$ cat src/include/x25519_cfg.svh
`ifndef X25519_CFG_SVH
`define X25519_CFG_SVH

////////////////////////////////////////////////////////////////////////////
// Field element geometry

// Limbs per field element
`define X25519_LIMBS 32

// Radix bits per limb
`define X25519_LIMB_W 8

// Partial product and accumulator word
`define X25519_WORD_W 32

`endif

$ cat src/source/x25519_pkg.sv
package x25519_pkg;

	`include "x25519_cfg.svh"

	////////////////////////////////////////////////////////////////////////
	// Operand and intermediate types

	// Canonical field element, limb 0 in the low bits
	typedef struct packed {
		logic [`X25519_LIMBS-1:0][`X25519_LIMB_W-1:0] blocks;
	} fe_t;

	// Operand limbs widened to a full word
	typedef struct packed {
		logic [`X25519_LIMBS-1:0][`X25519_WORD_W-1:0] blocks;
	} bignum_t;

	// Scaled products and pass sums, wider than one limb
	typedef struct packed {
		logic [`X25519_LIMBS-1:0][`X25519_WORD_W-1:0] blocks;
	} bignum32_t;

	////////////////////////////////////////////////////////////////////////
	// FSM states

	typedef enum logic [1:0] {CTRL_IDLE, CTRL_ISSUE, CTRL_COLLECT, CTRL_REDUCE} ctrl_state_t;

	typedef enum logic [1:0] {RED_IDLE, RED_CARRY1, RED_CARRY2, RED_FINAL} reduce_state_t;

endpackage
$ cat src/source/x25519_carry_reduce.sv
`include "x25519_cfg.svh"

module x25519_carry_reduce (
	input  logic                  clk,
	input  logic                  rst_n,
	input  logic                  load,
	input  x25519_pkg::bignum32_t sums,
	output logic                  done,
	output x25519_pkg::fe_t       result
);

	// p = 2^255 - 19
	localparam logic [`X25519_LIMBS*`X25519_LIMB_W-1:0] P_MOD = (256'd1 << 255) - 256'd19;

	x25519_pkg::reduce_state_t                state;
	x25519_pkg::bignum32_t                    acc;
	logic [4:0]                               idx;
	logic [`X25519_WORD_W-1:0]                carry;
	logic [`X25519_WORD_W-1:0]                t;
	logic [`X25519_LIMBS*`X25519_LIMB_W-1:0]  flat;

	// Current limb plus running carry
	assign t = acc.blocks[idx] + carry;

	// Low byte of each limb, packed into one number
	always_comb begin
		for (int k = 0; k < `X25519_LIMBS; k++)
			flat[k*`X25519_LIMB_W +: `X25519_LIMB_W] = acc.blocks[k][`X25519_LIMB_W-1:0];
	end

	////////////////////////////////////////////////////////////////////////
	// Carry FSM, one limb per cycle

	always_ff @(posedge clk) begin
		if (!rst_n) begin
			state <= x25519_pkg::RED_IDLE;
			idx <= 5'd0;
			carry <= '0;
			done <= 1'b0;
		end else begin
			done <= 1'b0;
			case (state)
				x25519_pkg::RED_IDLE: if (load) begin
					state <= x25519_pkg::RED_CARRY1;
					idx <= 5'd0;
					carry <= '0;
				end
				x25519_pkg::RED_CARRY1, x25519_pkg::RED_CARRY2: begin
					idx <= idx + 5'd1;
					carry <= t >> 8;
					// Top limb of pass one keeps 7 bits, rest folds back by 19
					if (idx == 5'd31 && state == x25519_pkg::RED_CARRY1) begin
						carry <= (t >> 7) * 32'd19;
						state <= x25519_pkg::RED_CARRY2;
					end else if (idx == 5'd31) begin
						// Small enough here to stay in limb 31
						carry <= '0;
						state <= x25519_pkg::RED_FINAL;
					end
				end
				// Value is below 2p, one subtract is enough
				x25519_pkg::RED_FINAL: begin
					done <= 1'b1;
					state <= x25519_pkg::RED_IDLE;
				end
				default: state <= x25519_pkg::RED_IDLE;
			endcase
		end
	end

	// Limb and result payload
	always_ff @(posedge clk) begin
		if (state == x25519_pkg::RED_IDLE && load)
			acc <= sums;
		else if (state == x25519_pkg::RED_CARRY1 && idx == 5'd31)
			acc.blocks[idx] <= {{(`X25519_WORD_W-7){1'b0}}, t[6:0]};
		else if (state == x25519_pkg::RED_CARRY1 || state == x25519_pkg::RED_CARRY2)
			acc.blocks[idx] <= {{(`X25519_WORD_W-`X25519_LIMB_W){1'b0}}, t[7:0]};
		if (state == x25519_pkg::RED_FINAL)
			result <= (flat >= P_MOD) ? flat - P_MOD : flat;
	end

endmodule

$ cat config.mk
export PLATFORM = sky130hd
export DESIGN_NAME = x25519_carry_reduce
export DESIGN_NICKNAME = d
export VERILOG_FILES = /design/src/source/x25519_pkg.sv /design/src/source/x25519_carry_reduce.sv
export VERILOG_INCLUDE_DIRS = /design/src /design/src/include
export SDC_FILE = /design/constraint.sdc
export NUM_CORES = 2
export LEC_CHECK = 0
export BUFFER_PORTS_ARGS = -buffer_cell sky130_fd_sc_hd__buf_2
export CAP_MARGIN = 5
export CORE_AREA = 2 2 503 505
export CTS_CLUSTER_DIAMETER = 100
export DETAILED_ROUTE_END_ITERATION = 8
export DIE_AREA = 0 0 505 507
export GPL_ROUTABILITY_DRIVEN = 1
export MAX_ROUTING_LAYER = met4
export SLEW_MARGIN = 20
export SYNTH_ARGS = -nofsm -noshare
export SYNTH_HDL_FRONTEND = slang
export SYNTH_SLANG_ARGS = --single-unit
$ cat constraint.sdc
create_clock -name clk -period 20.1 [get_ports clk]
set_input_delay 4.02 -clock clk [delete_from_list [all_inputs] [get_ports clk]]
set_output_delay 4.02 -clock clk [all_outputs]
set_load 0.1 [all_outputs]
==> After elaboration in Yosys (flattened, before gate mapping) <==
Cells that the tools add are included.
{ "word_totals": {"regBits": 1320, "out_inout_bits": 257, "elab_cells": 112, "inputBits": 1027} }
{ "classes": {"muxes": 21, "addsub": 3, "n_eq_ne": 6, "n_lt_le_gt_ge": 3, "reduce_logical": 10, "mul": 1} }
{ "op_table": {"columns": ["operator", "n"], "rows": [
  ["$mux W1024", 3],
  ["$bwmux W1024", 2],
  ["$ge A256 B255 Y1 const B", 1],
  ["$mux W256", 1],
  ["$sub A256 B255 Y256 const B", 1],
  ["$bmux W32 S5", 1],
  ["$demux W32 S5", 1],
  ["$mux W32", 3],
  ["$pmux W32 S2", 1],
  ["$add A32 B32 Y32", 1],
  ["$mul A25 B5 Y30 const B", 1],
  ["$mux W30", 1],
  ["$mux W24", 1],
  ["$pmux W5 S2", 1],
  ["$lt A5 B6 Y1 const B", 1],
  ["$mux W2", 3],
  ["$pmux W2 S3", 1],
  ["$add A5 B1 Y5 const B", 1],
  ["$eq A5 B5 Y1 const B", 1],
  ["$ge A5 B1 Y1 const B", 1],
  ["$mux W5", 1],
  ["$eq A2 B2 Y1 const B", 2],
  ["$reduce_and A2 Y1", 2],
  ["$logic_and A1 B1 Y1", 3],
  ["9 further kinds", 9]
]} }

==> Depth between registers and ports, before layout <==
{ "logic_depth": {"depth_word": 8, "mapped_depth": 33, "ltp_nobuf": 28} }

==> Worst setup path before layout <==
OpenSTA, ideal clock, no wires.
{ "synth_timing": {"kind": "register -> register", "start": "register idx[0]", "end": "register carry[21]", "setup_ns": 0.132, "stages_incl_launch_ff": 34, "t_arrival_ns": 8.309, "required_time_ns": 19.968, "slack_ns": 11.659, "period_less_slack_ns": 8.441, "cell_sequence": "dfxtp_1 > clkbuf_1 > buf_2 > clkbuf_1 > clkbuf_1 > buf_1 > mux4_2 > a22oi_1 > nand4_1 > ha_1 > fa_1 > a21oi_1 > o22ai_1 > a41o_1 > a21o_1 > a21o_1 > a211o_1 > o2111a_1 > or2_2 > xor2_1 > ha_1 > inv_1 > fa_1 > inv_1 > ha_1 > a21oi_1 > o21ai_0 > a2111oi_0 > nor3_1 > o311ai_0 > a21oi_1 > xor2_1 > a22oi_1 > a21oi_1"} }
{ "synth_via": {"elab_chain_cells": 6, "word_cells_on_any_way": 9} }
{ "synth_lines": {"columns": ["element", "line_no", "text"], "rows": [
  ["from (decl)", "x25519_carry_reduce.sv:17", "logic [4:0] idx;"],
  ["from (signal assigned)", "x25519_carry_reduce.sv:49", "idx <= idx + 5'd1;"],
  ["$bmux W32 S5", "x25519_carry_reduce.sv:23", "assign t = acc.blocks[idx] + carry;"],
  ["$mux W32 (not written as such)", "x25519_carry_reduce.sv:23", null],
  ["$add A32 B32 Y32", "x25519_carry_reduce.sv:23", null],
  ["$mul A25 B5 Y30 / $mux W24 (equally long branches)", "x25519_carry_reduce.sv:53, x25519_carry_reduce.sv:55", null],
  ["$mux W30 *", "x25519_carry_reduce.sv:52", "if (idx == 5'd31 && state == x25519_pkg::RED_CARRY1) begin"],
  ["$pmux W32 S2 *", "x25519_carry_reduce.sv:42", "case (state)"],
  ["to (signal assigned)", "x25519_carry_reduce.sv:50", "carry <= t >> 8;"],
  ["to (signal assigned)", "x25519_carry_reduce.sv:53", "carry <= (t >> 7) * 32'd19;"],
  ["to (decl)", "x25519_carry_reduce.sv:18", "logic [`X25519_WORD_W-1:0] carry;"]
]} }
Mark *: on every way between the ends. The rest lies on a longest branch, timed or not. The select of a mux whose other input is x is not followed.
A chain may end at the register's enable or synchronous reset.

==> Worst setup path in the final report <==
{ "layout_timing": {"start": "register idx[0]", "end": "register carry[28]"} }
{ "layout_via": {"elab_chain_cells": 6, "word_cells_on_any_way": 8} }
{ "layout_lines": {"columns": ["element", "line_no"], "rows": [
  ["$bmux W32 S5", "x25519_carry_reduce.sv:23"],
  ["$mux W32 (not written as such)", "x25519_carry_reduce.sv:23"],
  ["$add A32 B32 Y32", "x25519_carry_reduce.sv:23"],
  ["$mul A25 B5 Y30", "x25519_carry_reduce.sv:53"],
  ["$mux W30 *", "x25519_carry_reduce.sv:52"],
  ["$pmux W32 S2 *", "x25519_carry_reduce.sv:42"]
]} }
Marked as above.

==> metrics.txt <==
Critical Path Max Stage Delay 0.81 ns; Power, Total 8.132 mW; Post-Syn Area per Cell 13.34 µm²; global route overflow 0; top_reg_cell synth edfxtp_1; post-CTS setup buffers 0; Initial Utilization 26.39%; row count 184; hold bufs inserted after CTS 0; R2R Path Start idx[0]$_SDFFE_PN0P_; post-route antenna net violation count 0; die area 0.2560 mm²; most frequent cells after synthesis 1280 x edfxtp_1, 841 x and3_1, 319 x clkbuf_1; max-cap violations 0; cts repair resizes 0; crit path to carry[28]$_SDFFE_PN0P_; largest net degree at the start of global routing 267; Cells after DPL 9330; share of the synthesized area in the top cell type 58.16%; final setup fails 0; status finished clean; Pleak 32.22 nW; H-tree Lvls 4; reg2reg path depth 27; Tot GR Track Use 26.93%; TritonCTS Buffers 155; Peak VDD IR 0.07342 mV; Final min period 10.85 ns; Max clock buf depth 3; RSZ-0062 raised after global routing no; chip width 505 µm; DRC viols 0; fin nets 7283; Initial DRT Pass Iterations 8; # clock sinks 1318; clk_skew 0.04167 ns; Top Layer Used met4; hpwl dp 273400 µm; critical path class reg -> reg; R2R Setup Slk 9.25 ns; count leader, synth edfxtp_1; Ys Warns 0; pwr dens 98.79 mW/mm²; endpoint class of the critical path flip-flop; Synth Instances 4954; routed length on met1 134000 µm; met3 WL 27500 µm; Data required, critical path 20.80 ns; sequential cell area fraction in the yosys report 59.31%; worst-path maximum fanout 42; input/output buffers 1283; Max Slew Vio Count 0; Slowest-stage cell, CP buf_4; critical path launch point type flip-flop; Die Span Y 507 µm; RR Endpoint carry[28]$_SDFFE_PN0P_; Worst Hold Class reg -> reg; Via Count 52227; Setup crit start idx[0]$_SDFFE_PN0P_; Setup TNS 0 ns; total wire length 345600 µm; Clk Latency, worst-skew pair 0.83 ns; Wirelength per Cell 35.55 µm; share of post-route cells with drive strength above 1 32.09%; first-pass GRT wire length 458300 µm; Synth area leader edfxtp_1; maximum achievable frequency 92.14 MHz; synthesized area 0.06609 mm²; CTS tree yes; Yosys reg bits 1318; Core Footprint 0.2505 mm²; final non-filler cell total 9722; worst slew pin tran 1.378 ns; 1st-iter DRT viols 6964; IO Count 1284; Fin. Hold Viols 0; syn_nets 6097; vias in the first global route 51410; Critical Path AT 11.55 ns; post-synthesis cell type count 85; Slew headroom 7.800%; P&R area growth vs syn 24.55%; GP Congestion 0.9763; CTS clk-pin slew, worst paths 0.06 ns; period utilisation layout 53.99%; via/cell ratio 5.372; fraction of registers with async set/reset 0%; WL met2 167900 µm; largest cells by area after synthesis edfxtp_1 58%, mux4_2 8.7%, and3_1 8.0%, a22o_1 2.5%, xnor2_1 2.3%; EDFF count, synth 1280; root buffer cell clkbuf_16; initial antenna violation count 123
critical path: cells and delay by family (launching register included):
kind	cells	cell delay (ns)
buffers and inverters	5	2.21
xor gates and xnor gates	2	0.64
and+or+nand+nor	4	0.87
DFF	1	0.78
adders and majority gates	4	1.70
AOI/OAI and AO/OA	11	3.76
muxes	1	0.60
layout make-up:
cell class / instances / area, µm²
tap: 3348 / 4189
multi-input combinational: 3123 / 25460
fill: 25194 / 168200
sequential: 1318 / 39210
inverter: 142 / 533.0
clock inverter: 105 / 1201
timing repair buffer: 1400 / 7363
antenna: 104 / 260.3
clock buffer: 182 / 4108
through the flow:
step | worst slack (ns) | hold WS (ns) | instance area, µm² | util [%]
6_report | 9.247 | 0.4934 | 82320 | 32.86
3_3_place_gp | 9.043 | 0.4910 | 76720 | 30.63
2_1_floorplan | 11.66 | 0.4508 | 66090 | -
4_1_cts | 8.959 | 0.4955 | 82030 | 32.75
5_1_grt | 8.445 | 0.5212 | 82270 | 32.84
3_5_place_dp | 9.026 | 0.4874 | 76720 | 30.63
how the worst min path moves through the flow:
stage	from	end	slack, ns	cells after the start
floorplan	carry[27]$_SDFFE_PN0P_	carry[27]$_SDFFE_PN0P_	0.45	2
global placement	carry[27]$_SDFFE_PN0P_	carry[27]$_SDFFE_PN0P_	0.49	2
detailed placement	carry[27]$_SDFFE_PN0P_	carry[27]$_SDFFE_PN0P_	0.49	2
CTS	carry[27]$_SDFFE_PN0P_	carry[27]$_SDFFE_PN0P_	0.50	2
global route	carry[27]$_SDFFE_PN0P_	carry[27]$_SDFFE_PN0P_	0.52	2
finish	carry[27]$_SDFFE_PN0P_	carry[27]$_SDFFE_PN0P_	0.49	2
state kept, by name, indices dropped and copies added (netlist names):
name,cells
result,256
state,2
acc,1024
carry,30
idx,5
done,1
metal layers:
metal / track usage, % / vias to the layer above
met2: 43.94 / 3232
met5: - / -
li1: - / 21806
met3: 4.956 / 568
met4: 11.39 / 0
met1: 32.71 / 26621
layout by cell type (no fill, tap or decap), types with 112 or more instances in the layout:
cell type  count
mux4_2       256
buf_2       1282
a22oi_1      144
xor2_1       136
edfxtp_1    1280
nand2_1      292
inv_1        141
nor2_1       199
clkbuf_16    161
buf_4        112
xnor2_1      168
a22o_1       189
and3_1       839
cells by family after synthesis:
family                     share of synthesized area, %
and+or+nand+nor                                   15.40
DFF                                               59.31
AOI/OAI and AO/OA                                 7.037
buffers and inverters                             2.953
xor gates and xnor gates                          4.106
muxes                                             8.754
adders and majority gates                         2.446
power by group:
part | internal (mW) | total [mW] | switching [mW]
clock | 1.71 | 2.97 | 1.26
sequential | 3.24 | 3.38 | 0.138
combinational | 0.634 | 1.78 | 1.15
total | 5.59 | 8.13 | 2.55
No activity file was read; power rests on OpenSTA's default activity.
